## src/source/mnist_overlay_pkg.sv

```systemverilog
`default_nettype none

// shared types and constants for the overlay path
package mnist_overlay_pkg;

    // ----------------------------------------------------------------------
    // camera pixel word
    // ----------------------------------------------------------------------

    // rgb565 fields as the sensor packs them, blue in the top bits
    typedef struct packed {
        logic [4:0] blue;                   // bits 15..11
        logic [5:0] green;                  // bits 10..5
        logic [4:0] red;                    // bits 4..0
    } rgb565_t;

    // one 16 bit word, seen raw or split into colour fields
    typedef union packed {
        logic [15:0] raw;                   // word as it leaves the sensor
        rgb565_t     rgb565;                // decoded colour view
    } pixel_word_t;

    // ----------------------------------------------------------------------
    // image and overlay sizes
    // ----------------------------------------------------------------------

    localparam int IMG_DIM = 28;            // binary image side in cells

    localparam int CLASS_COUNT = 10;        // class cells, also class_bits width

    // r+g+b below this counts as ink
    localparam int DARK_THRESHOLD = 30;

    localparam int COORD_W = 12;            // all pixel coordinate counters

endpackage

`default_nettype wire
```

## src/source/mnist_overlay_top.sv

```systemverilog
`timescale 1ns/1ps
`default_nettype none

module mnist_overlay_top #(
    parameter int H_ACTIVE     = 1280,          // 720p frame
    parameter int H_TOTAL      = 1650,
    parameter int H_SYNC       = 40,
    parameter int V_ACTIVE     = 720,
    parameter int V_TOTAL      = 750,
    parameter int V_SYNC       = 5,
    parameter int SAMPLE_SHIFT = 3,             // 224 px camera area to 28
    parameter int CELL_SHIFT   = 4,             // 16 px image cells
    parameter int IMG_X        = 50,
    parameter int IMG_Y        = 1,
    parameter int CLASS_X      = 1,
    parameter int CLASS_Y      = 18
) (
    input  logic                                    video_clk,
    input  logic                                    rst_n,
    input  logic                                    cam_vsync,
    input  logic                                    cam_de,
    input  mnist_overlay_pkg::pixel_word_t          cam_data,
    input  logic [mnist_overlay_pkg::CLASS_COUNT-1:0] class_bits,
    output logic                                    out_hs,
    output logic                                    out_vs,
    output logic                                    out_de,
    output logic [7:0]                              out_r,
    output logic [7:0]                              out_g,
    output logic [7:0]                              out_b
);

    // ----------------------------------------------------------------------
    // inter stage wires
    // ----------------------------------------------------------------------

    logic                                             img_req;
    logic                                             img_ack;
    logic [mnist_overlay_pkg::IMG_DIM*mnist_overlay_pkg::IMG_DIM-1:0] img_data;

    logic                                             disp_hs, disp_vs, disp_de;
    logic [mnist_overlay_pkg::COORD_W-1:0]            disp_x, disp_y;

    frame_binarizer #(
        .SAMPLE_SHIFT (SAMPLE_SHIFT)
    ) i_frame_binarizer (
        .video_clk (video_clk),
        .rst_n     (rst_n),
        .cam_vsync (cam_vsync),
        .cam_de    (cam_de),
        .cam_data  (cam_data),
        .img_ack   (img_ack),
        .img_req   (img_req),
        .img_data  (img_data)
    );

    display_timing #(
        .H_ACTIVE (H_ACTIVE),
        .H_TOTAL  (H_TOTAL),
        .H_SYNC   (H_SYNC),
        .V_ACTIVE (V_ACTIVE),
        .V_TOTAL  (V_TOTAL),
        .V_SYNC   (V_SYNC)
    ) i_display_timing (
        .video_clk (video_clk),
        .rst_n     (rst_n),
        .hs        (disp_hs),
        .vs        (disp_vs),
        .de        (disp_de),
        .x         (disp_x),
        .y         (disp_y)
    );

    overlay_mixer #(
        .CELL_SHIFT (CELL_SHIFT),
        .IMG_X      (IMG_X),
        .IMG_Y      (IMG_Y),
        .CLASS_X    (CLASS_X),
        .CLASS_Y    (CLASS_Y)
    ) i_overlay_mixer (
        .video_clk  (video_clk),
        .rst_n      (rst_n),
        .hs         (disp_hs),
        .vs         (disp_vs),
        .de         (disp_de),
        .x          (disp_x),
        .y          (disp_y),
        .img_req    (img_req),
        .img_data   (img_data),
        .class_bits (class_bits),
        .img_ack    (img_ack),
        .out_hs     (out_hs),
        .out_vs     (out_vs),
        .out_de     (out_de),
        .out_r      (out_r),
        .out_g      (out_g),
        .out_b      (out_b)
    );

endmodule

`default_nettype wire

```

## src/source/overlay_mixer.sv

```systemverilog
`timescale 1ns/1ps
`default_nettype none

module overlay_mixer #(
    parameter int CELL_SHIFT = 4,               // image cell is 2^n pixels
    parameter int IMG_X      = 50,              // image origin in image cells
    parameter int IMG_Y      = 1,
    parameter int CLASS_X    = 1,               // class origin in class cells
    parameter int CLASS_Y    = 18
) (
    input  logic                                 video_clk,
    input  logic                                 rst_n,
    input  logic                                 hs,
    input  logic                                 vs,
    input  logic                                 de,
    input  logic [mnist_overlay_pkg::COORD_W-1:0] x,
    input  logic [mnist_overlay_pkg::COORD_W-1:0] y,
    input  logic                                 img_req,
    input  logic [mnist_overlay_pkg::IMG_DIM*mnist_overlay_pkg::IMG_DIM-1:0] img_data,
    input  logic [mnist_overlay_pkg::CLASS_COUNT-1:0] class_bits,
    output logic                                 img_ack,
    output logic                                 out_hs,
    output logic                                 out_vs,
    output logic                                 out_de,
    output logic [7:0]                           out_r,
    output logic [7:0]                           out_g,
    output logic [7:0]                           out_b
);

    localparam int CW    = mnist_overlay_pkg::COORD_W;
    localparam int DIM   = mnist_overlay_pkg::IMG_DIM;
    localparam int NCLS  = mnist_overlay_pkg::CLASS_COUNT;
    localparam int IDX_W = $clog2(DIM * DIM);   // image bit index
    localparam int CLS_W = $clog2(NCLS);        // class bit index

    // ----------------------------------------------------------------------
    // frame start capture and handoff, ack side
    // ----------------------------------------------------------------------

    logic                 vs_d;
    logic                 vs_rise;
    logic [DIM*DIM-1:0]   img_q;                 // image on screen
    logic [NCLS-1:0]      class_q;               // class bits on screen

    assign vs_rise = vs & ~vs_d;                 // vertical blank begins

    always_ff @(posedge video_clk or negedge rst_n) begin
        if (!rst_n) begin
            vs_d    <= 1'b0;
            img_ack <= 1'b0;
            img_q   <= '0;                       // blank image until first handoff
            class_q <= '0;
        end else begin
            vs_d <= vs;
            if (vs_rise) begin
                class_q <= class_bits;
                if (img_req && !img_ack) begin
                    img_q   <= img_data;         // take image for next frame
                    img_ack <= 1'b1;
                end
            end
            if (img_ack && !img_req)
                img_ack <= 1'b0;                 // req gone, close the cycle
        end
    end

    // ----------------------------------------------------------------------
    // window decode
    // ----------------------------------------------------------------------

    logic [CW-1:0]    img_cx, img_cy;            // coords in image cells
    logic [CW-1:0]    cls_cx, cls_cy;            // coords in class cells
    logic [CW-1:0]    img_row, img_col;          // offsets inside image window
    logic [IDX_W-1:0] img_idx;
    logic [CLS_W-1:0] cls_idx;
    logic             in_img;
    logic             in_cls;

    assign img_cx = x >> CELL_SHIFT;
    assign img_cy = y >> CELL_SHIFT;
    assign cls_cx = x >> (CELL_SHIFT + 1);       // class cells twice as big
    assign cls_cy = y >> (CELL_SHIFT + 1);

    assign in_img = (img_cx >= CW'(IMG_X)) && (img_cx < CW'(IMG_X + DIM))
                 && (img_cy >= CW'(IMG_Y)) && (img_cy < CW'(IMG_Y + DIM));
    assign in_cls = (cls_cx >= CW'(CLASS_X)) && (cls_cx < CW'(CLASS_X + NCLS))
                 && (cls_cy == CW'(CLASS_Y));    // single row

    assign img_row = img_cy - CW'(IMG_Y);
    assign img_col = img_cx - CW'(IMG_X);
    assign img_idx = IDX_W'(img_row * CW'(DIM) + img_col);   // row major
    assign cls_idx = CLS_W'(cls_cx - CW'(CLASS_X));

    // ----------------------------------------------------------------------
    // colour select
    // ----------------------------------------------------------------------

    logic [7:0] mix_r, mix_g, mix_b;

    always_comb begin
        mix_r = x[7:0];                          // gradient background
        mix_g = y[7:0];
        mix_b = 8'hff;
        if (in_img) begin
            mix_r = {8{img_q[img_idx]}};
            mix_g = {8{img_q[img_idx]}};
            mix_b = {8{img_q[img_idx]}};
        end else if (in_cls) begin
            mix_r = {8{class_q[cls_idx]}};
            mix_g = {8{class_q[cls_idx]}};
            mix_b = {8{class_q[cls_idx]}};
        end
    end

    // syncs and colour leave on the same edge
    always_ff @(posedge video_clk or negedge rst_n) begin
        if (!rst_n) begin
            out_hs <= 1'b0;
            out_vs <= 1'b0;
            out_de <= 1'b0;
        end else begin
            out_hs <= hs;
            out_vs <= vs;
            out_de <= de;
        end
    end

    always_ff @(posedge video_clk) begin
        out_r <= de ? mix_r : 8'h00;             // black in blanking
        out_g <= de ? mix_g : 8'h00;
        out_b <= de ? mix_b : 8'h00;
    end

endmodule

`default_nettype wire

```

## src/source/display_timing.sv

```systemverilog
`timescale 1ns/1ps
`default_nettype none

module display_timing #(
    parameter int H_ACTIVE = 1280,              // visible pixels per line
    parameter int H_TOTAL  = 1650,              // line length incl blanking
    parameter int H_SYNC   = 40,                // hs width right after active
    parameter int V_ACTIVE = 720,               // visible lines
    parameter int V_TOTAL  = 750,               // frame length in lines
    parameter int V_SYNC   = 5                  // vs width in lines
) (
    input  logic                                 video_clk,
    input  logic                                 rst_n,
    output logic                                 hs,
    output logic                                 vs,
    output logic                                 de,
    output logic [mnist_overlay_pkg::COORD_W-1:0] x,
    output logic [mnist_overlay_pkg::COORD_W-1:0] y
);

    localparam int CW = mnist_overlay_pkg::COORD_W;

    // ----------------------------------------------------------------------
    // free running counters
    // ----------------------------------------------------------------------

    logic [CW-1:0] h_cnt;
    logic [CW-1:0] v_cnt;
    logic          line_end;

    assign line_end = (h_cnt == CW'(H_TOTAL - 1));

    always_ff @(posedge video_clk or negedge rst_n) begin
        if (!rst_n) begin
            h_cnt <= '0;
            v_cnt <= '0;
        end else begin
            if (line_end) begin
                h_cnt <= '0;
                if (v_cnt == CW'(V_TOTAL - 1))
                    v_cnt <= '0;                 // frame wrap
                else
                    v_cnt <= v_cnt + CW'(1);
            end else begin
                h_cnt <= h_cnt + CW'(1);
            end
        end
    end

    // ----------------------------------------------------------------------
    // registered sync and coordinates
    // ----------------------------------------------------------------------

    always_ff @(posedge video_clk or negedge rst_n) begin
        if (!rst_n) begin
            hs <= 1'b0;
            vs <= 1'b0;
            de <= 1'b0;
            x  <= '0;
            y  <= '0;
        end else begin
            de <= (h_cnt < CW'(H_ACTIVE)) && (v_cnt < CW'(V_ACTIVE));
            hs <= (h_cnt >= CW'(H_ACTIVE)) && (h_cnt < CW'(H_ACTIVE + H_SYNC));
            vs <= (v_cnt >= CW'(V_ACTIVE)) && (v_cnt < CW'(V_ACTIVE + V_SYNC));
            x  <= h_cnt;                         // only meaningful with de
            y  <= v_cnt;
        end
    end

endmodule

`default_nettype wire

```

## src/source/frame_binarizer.sv

```systemverilog
`timescale 1ns/1ps
`default_nettype none

module frame_binarizer #(
    parameter int SAMPLE_SHIFT = 3              // sample every 2^n pixels
) (
    input  logic                          video_clk,
    input  logic                          rst_n,
    input  logic                          cam_vsync,   // high in camera v blank
    input  logic                          cam_de,      // one valid pixel per cycle
    input  mnist_overlay_pkg::pixel_word_t cam_data,
    input  logic                          img_ack,
    output logic                          img_req,
    output logic [mnist_overlay_pkg::IMG_DIM*mnist_overlay_pkg::IMG_DIM-1:0] img_data
);

    localparam int CW     = mnist_overlay_pkg::COORD_W;
    localparam int NBITS  = mnist_overlay_pkg::IMG_DIM * mnist_overlay_pkg::IMG_DIM;
    localparam logic [CW-1:0] SAMPLE_MASK = CW'((1 << SAMPLE_SHIFT) - 1);

    // ----------------------------------------------------------------------
    // camera coordinates
    // ----------------------------------------------------------------------

    logic [CW-1:0] x_cnt;                        // index of current pixel in row
    logic [CW-1:0] y_cnt;                        // row index since vsync
    logic          de_d;                         // de one cycle back
    logic          vsync_d;                      // vsync one cycle back
    logic          vsync_rise;

    assign vsync_rise = cam_vsync & ~vsync_d;    // end of camera frame

    always_ff @(posedge video_clk or negedge rst_n) begin
        if (!rst_n) begin
            x_cnt   <= '0;
            y_cnt   <= '0;
            de_d    <= 1'b0;
            vsync_d <= 1'b0;
        end else begin
            de_d    <= cam_de;
            vsync_d <= cam_vsync;
            if (cam_vsync) begin
                x_cnt <= '0;                     // new frame coming
                y_cnt <= '0;
            end else begin
                if (cam_de)
                    x_cnt <= x_cnt + CW'(1);
                else
                    x_cnt <= '0;                 // row gap
                if (de_d && !cam_de)
                    y_cnt <= y_cnt + CW'(1);     // row just ended
            end
        end
    end

    // ----------------------------------------------------------------------
    // decimation and threshold
    // ----------------------------------------------------------------------

    logic          on_grid;                      // pixel lands on a sample point
    logic          in_image;                     // scaled coords inside 28x28
    logic          sample_en;
    logic [6:0]    rgb_sum;                      // max 31+63+31
    logic          dark;

    assign on_grid   = ((x_cnt & SAMPLE_MASK) == '0) && ((y_cnt & SAMPLE_MASK) == '0);
    assign in_image  = ((x_cnt >> SAMPLE_SHIFT) < CW'(mnist_overlay_pkg::IMG_DIM))
                    && ((y_cnt >> SAMPLE_SHIFT) < CW'(mnist_overlay_pkg::IMG_DIM));
    assign sample_en = cam_de && !cam_vsync && on_grid && in_image;

    assign rgb_sum = 7'(cam_data.rgb565.red)
                   + 7'(cam_data.rgb565.green)
                   + 7'(cam_data.rgb565.blue);
    assign dark    = rgb_sum < 7'(mnist_overlay_pkg::DARK_THRESHOLD);

    logic [NBITS-1:0] bin_shr;                   // image being collected

    // shift in from the top, first sample ends up in bit 0
    always_ff @(posedge video_clk) begin
        if (sample_en)
            bin_shr <= {dark, bin_shr[NBITS-1:1]};
    end

    // ----------------------------------------------------------------------
    // handoff, request side
    // ----------------------------------------------------------------------

    logic          launch;                       // frame end with link idle

    assign launch = vsync_rise && !img_req && !img_ack;   // busy frame dropped

    always_ff @(posedge video_clk or negedge rst_n) begin
        if (!rst_n) begin
            img_req <= 1'b0;
        end else if (launch) begin
            img_req <= 1'b1;
        end else if (img_req && img_ack) begin
            img_req <= 1'b0;                     // phase 3 of four
        end
    end

    // stable while img_req is high
    always_ff @(posedge video_clk) begin
        if (launch)
            img_data <= bin_shr;
    end

endmodule

`default_nettype wire

```

## config.mk

```make
export PLATFORM = sky130hd
export DESIGN_NAME = mnist_overlay_top
export DESIGN_NICKNAME = d
export VERILOG_FILES = /design/src/source/mnist_overlay_pkg.sv /design/src/source/mnist_overlay_top.sv /design/src/source/overlay_mixer.sv /design/src/source/display_timing.sv /design/src/source/frame_binarizer.sv
export SDC_FILE = /design/constraint.sdc
export NUM_CORES = 2
export LEC_CHECK = 0
export BUFFER_PORTS_ARGS = -buffer_cell sky130_fd_sc_hd__buf_2
export CAP_MARGIN = 20
export CORE_ASPECT_RATIO = 2
export CORE_MARGIN = 4
export CORE_UTILIZATION = 62
export CTS_CLUSTER_SIZE = 30
export DETAILED_ROUTE_END_ITERATION = 8
export GPL_TIMING_DRIVEN = 0
export PLACE_DENSITY = 0.84
export SYNTH_ARGS = -nofsm -noshare
export SYNTH_HDL_FRONTEND = slang
export SYNTH_SLANG_ARGS = --single-unit
```

## constraint.sdc

```tcl
create_clock -name video_clk -period 67 [get_ports video_clk]
set_input_delay 3.35 -clock video_clk [delete_from_list [all_inputs] [get_ports video_clk]]
set_output_delay 3.35 -clock video_clk [all_outputs]
set_load 0.01 [all_outputs]
```

==> flow_results.org <==
** Synth
- The synthesized design contains 1,568 enable-type register cells.
- For this run, the leading register cell type out of synthesis is edfxtp_1.
- Counting flops and latches in the post-synthesis netlist gives 2,461.
- After synthesis, the netlist uses 72 different library cells.
- Average instance area after synthesis :: 20.3 um2
- Cells after synthesis :: 4,342
- Syn. warnings :: 0
- Sequential cell area fraction in the yosys report :: 78.6%
- Counting flops with an async set or reset pin after synthesis yields a share of 35.6%.
- Post-synthesis net count :: 4,420
- Yosys attributes the largest share of cell area to edfxtp_1, dfrtp_1, mux2_2.
- Post-synthesis instance area :: approximately 88,000 um2
- The largest total area in the synthesized netlist belongs to edfxtp_1.
- Synth top area share :: 53.4%

** STA
- The final hold violation count was 0.
- Final count of negative-setup-slack endpoints :: 0
- Time the worst path needs with I/O delays and setup :: 9.54 ns
- In this run the tightest slew margin relative to its limit is 16.1%.
- Share of the clock period used by the worst path after layout :: between 10% and 20%
- Derived from the worst setup path, the maximum achievable clock frequency is between 0.1 and 0.15 GHz.
- Setup Skew :: 0.0520 ns
- At the pin with the least slew margin, the transition time is between 1 and 1.5 ns.
- Setup repair after global routing left no endpoint under its margin.
- The final number of max-transition violations came to 0.
- Total negative slack for setup checks :: 0 ns

** GRT
- Entering global routing, the biggest net connects 122 pins.
- The initial antenna violation count came to 2.
- First-pass GRT wire length :: 299 mm
- Number of global-route vias before repair :: approximately 46,000
- Global routing used around 27% of the available tracks.
- Global routing finished with a remaining overflow of 0.

** Floorplan
- Starting density of the core :: 62.4%
- The die covers 149,000 um2.
- The die is 541 um tall.
- In this run the count of I/O pins placed on the die edge is 57.
- The die is 275 um wide.
- The floorplan has between 150 and 200 rows.
- Core Footprint :: 141,000 um2

** Pwr
- For this design the ratio of total power to cell area is 28.3 nW/um2.
- For this design the static power due to leakage is 37.2 nW.
- Worst vdd rail ir drop :: 0.0244 mV

** Drt
- For this block, the initial DRC count from the detailed router was 4,590.
- For this block, the routed nets add up to 200 mm of wire.
- In the routed design, unresolved DRC markers number 0.
- The count of nets left with antenna violations once routing finished came out at 0.
- Via total after detailed routing :: between 40,000 and 50,000
- After detailed routing, the number of vias per cell comes to 6.34.
- After detailed routing, the average wire length per cell comes to between 20 and 30 um.
- The first detailed-routing pass took 8 iterations.

** CTS
- Post-CTS repair timing setup buffer count :: 0
- Number of gates given a new drive strength after cts :: 0
- The clock drives 2,461 sinks.
- In this run, post-CTS hold repair placed 0 buffers.
- CTS placed an instance of clkbuf_16 at the clock tree root.
- Counting the buffers created by CTS gives 190.
- Clock buffer depth :: 4
- Clock latency on the worst-skew pair :: approximately 0.84 ns
- The H-tree generated during clock tree synthesis spans 4 levels.
- Clk pin slew, worst setup/hold paths :: 0.07 ns
- TritonCTS built the clock tree.

** Final layout
- Fill cells in the final layout number roughly 7,500.
- The area growth from synthesis to layout is 12.7%.
- Fraction of layout cells with a size suffix above 1 :: around a third
- NumNets Final :: ~4,800
- Filler-free cell count of the finished design :: around 6,800

** Worst hold path
- Hold-critical path depth :: 0
- Hold Path Sink :: i_overlay_mixer.out_hs
- Min-Delay Path Class :: reg -> reg
- Worst Hold Launch :: i_display_timing.hs

** Worst setup path
- The worst register-to-register path begins at i_display_timing.x[5].
- Path type of the worst setup path :: reg -> reg
- The worst setup path is captured at a register.
- Endpoint required time on the critical path :: 67.73 ns
- Worst path arrival time :: 10.26 ns
- End of the worst register-to-register path :: i_overlay_mixer.out_g[3]
- Counting cells, the worst reg-to-reg path comes to 20.
- The worst setup path is launched from a register.
- Maximum net fanout on the critical path :: 11
- In this run the register-to-register setup slack is 57.46 ns.

** Placement
- The HPWL after detailed placement is 124 mm.
- Counting tap cells, the placed design contains a total of approximately 6,400 instances.
- The congestion estimate from routability-driven global placement came to 0.869.
- Count of port buffers added during placement :: 56

** Run status
- The flow ran to the end, and the final reports show no timing, DRC or antenna violations.

** Flow run
- Number of max-cap violations :: 0
==> power by group <==
group | leakage, nW | internal [mW] | switching (mW)
Combinational | 10.2 | 0.00986 | 0.0287
Clock | 3.09 | 0.639 | 0.529
Sequential | 24.0 | 1.61 | 0.00106
==> kinds of logic (layout without fill, tap and decap cells) <==
family / after synthesis / in the layout / synth area share [%]
AO/OA/AOI/OAI: 193 / 193 / 1.49
XOR/XNOR: 63 / 63 / 0.641
adder cells (fa/ha/maj): 48 / 48 / 0.775
buffers and inverters: 214 / 787 / 1.15
flip-flops: 2461 / 2461 / 78.6
multiplexers: 1056 / 1056 / 15.7
other: 0 / 3 / 0
AND/OR/NAND/NOR: 307 / 307 / 1.65
==> state kept, by name, summed over array words and instances, names as in the netlist, 8 cells and up <==
register	count
i_frame_binarizer.bin_shr	784
i_frame_binarizer.img_data	784
i_overlay_mixer.img_q	784
i_display_timing.h_cnt	12
i_display_timing.v_cnt	12
i_display_timing.x	12
i_display_timing.y	12
i_frame_binarizer.x_cnt	12
i_frame_binarizer.y_cnt	12
i_overlay_mixer.class_q	10
i_overlay_mixer.out_g	8
i_overlay_mixer.out_r	8
==> worst max-delay path, stage by stage, from the launching register on <==
cell       delay, ns
dfrtp_1         0.49
buf_4           0.27
buf_2           0.29
inv_2           0.32
buf_2           0.73
clkbuf_1        0.56
ha_1            0.38
inv_1           0.13
ha_1            0.25
fa_1            0.51
clkbuf_1        0.82
inv_1           0.53
nor2_1          0.68
buf_6           0.24
a22oi_1         0.10
a211oi_1        0.90
nor4_1          0.25
a2111oi_0       1.07
o41ai_2         0.39
clkbuf_1        0.30
o21ai_1         0.21
==> per-stage QoR <==
| step | power (mW) | worst slack [ns] | util, % | cell area [um2] | hold WS (ns) |
|---|---|---|---|---|---|
| final | 2.82 | 57.46 | 70.4 | 99400 | 0.367 |
| after global routing | 2.89 | 57.70 | 70.4 | 99400 | 0.394 |
| after CTS | 2.83 | 57.60 | 70.3 | 99400 | 0.370 |
| after detailed placement | 1.68 | 57.79 | 65.9 | 93100 | 0.340 |
| after global placement | 1.75 | -21.90 | 64.3 | 90800 | 0.345 |
| after floorplan | 1.71 | 3.90 | - | 88200 | 0.331 |
==> worst max-delay path by stage <==
stage / startpoint / end / slack (ns) / cells past startpoint
6_report: i_display_timing.x[5] / i_overlay_mixer.out_g[3] / 57.46 / 20
5_1_grt: i_display_timing.x[5] / i_overlay_mixer.out_g[3] / 57.70 / 20
4_1_cts: i_display_timing.x[5] / i_overlay_mixer.out_g[3] / 57.60 / 19
3_5_place_dp: i_display_timing.x[5] / i_overlay_mixer.out_g[3] / 57.79 / 20
3_3_place_gp: cam_vsync / i_frame_binarizer.bin_shr[466] / -21.90 / 5
2_1_floorplan: cam_vsync / i_frame_binarizer.bin_shr[0] / 3.90 / 4
==> area by class of cell <==
class                           count  area (um2)  area share [%]
Buffer                            180         888           0.894
Inverter                           34         128           0.128
Clock inverter                     80         997            1.00
Antenna cell                        3        7.51         0.00755
Timing Repair Buffer              232        2540            2.55
Tap cell                         1871        2340            2.35
Sequential cell                  2461       69300            69.8
Multi-Input combinational cell   1667       17900            18.0
Clock buffer                      261        5310            5.34
==> cell usage in the layout (no fill, tap or decap), types with 41 or more instances in the layout <==
cell and n:
buf_6 135, nand2_1 97, buf_2 80, o21ai_0 42, mux2i_1 80, clkbuf_1 160
clkbuf_16 193, nand3_1 41, nor2_1 70, edfxtp_1 1568, mux4_2 179, mux2_2 797
dfrtp_1 876
==> cells in the mapped netlist (all sizes together), types with 3 or more instances <==
| cell | count |
|---|---|
| clkbuf | 115 |
| o211ai | 6 |
| mux4 | 179 |
| nand2 | 97 |
| o22ai | 4 |
| nand4 | 19 |
| o21ai | 60 |
| and3 | 13 |
| mux2i | 80 |
| a221o | 4 |
| o2111ai | 3 |
| nor3 | 16 |
| inv | 34 |
| nor4b | 4 |
| a21o | 5 |
| nand3 | 41 |
| and2 | 7 |
| nor2b | 9 |
| o31ai | 4 |
| a21oi | 30 |
| nor3b | 3 |
| a22oi | 17 |
| a31o | 3 |
| nand2b | 6 |
| nor2 | 73 |
| a2111oi | 5 |
| a221oi | 10 |
| buf | 65 |
| edfxtp | 1568 |
| or3 | 10 |
| ha | 37 |
| mux2 | 797 |
| fa | 11 |
| a311oi | 6 |
| xor2 | 37 |
| xnor2 | 25 |
| a211oi | 4 |
| a31oi | 8 |
| nor4 | 4 |
| dfrtp | 876 |
| a32oi | 4 |
| dfxtp | 17 |
==> per-layer routing <==
layer / share of wire (%) / vias up / GRT usage, % / routed length, um
li1: - / 17447 / - / -
met1: 33 / 22600 / 31.5 / 65500
met2: 52 / 2262 / 46.8 / 105000
met3: 6.3 / 709 / 3.78 / 12600
met4: 8.8 / 0 / 19.2 / 17600
met5: 0 / - / 0 / 0
Power figures use the tool's default switching activity.
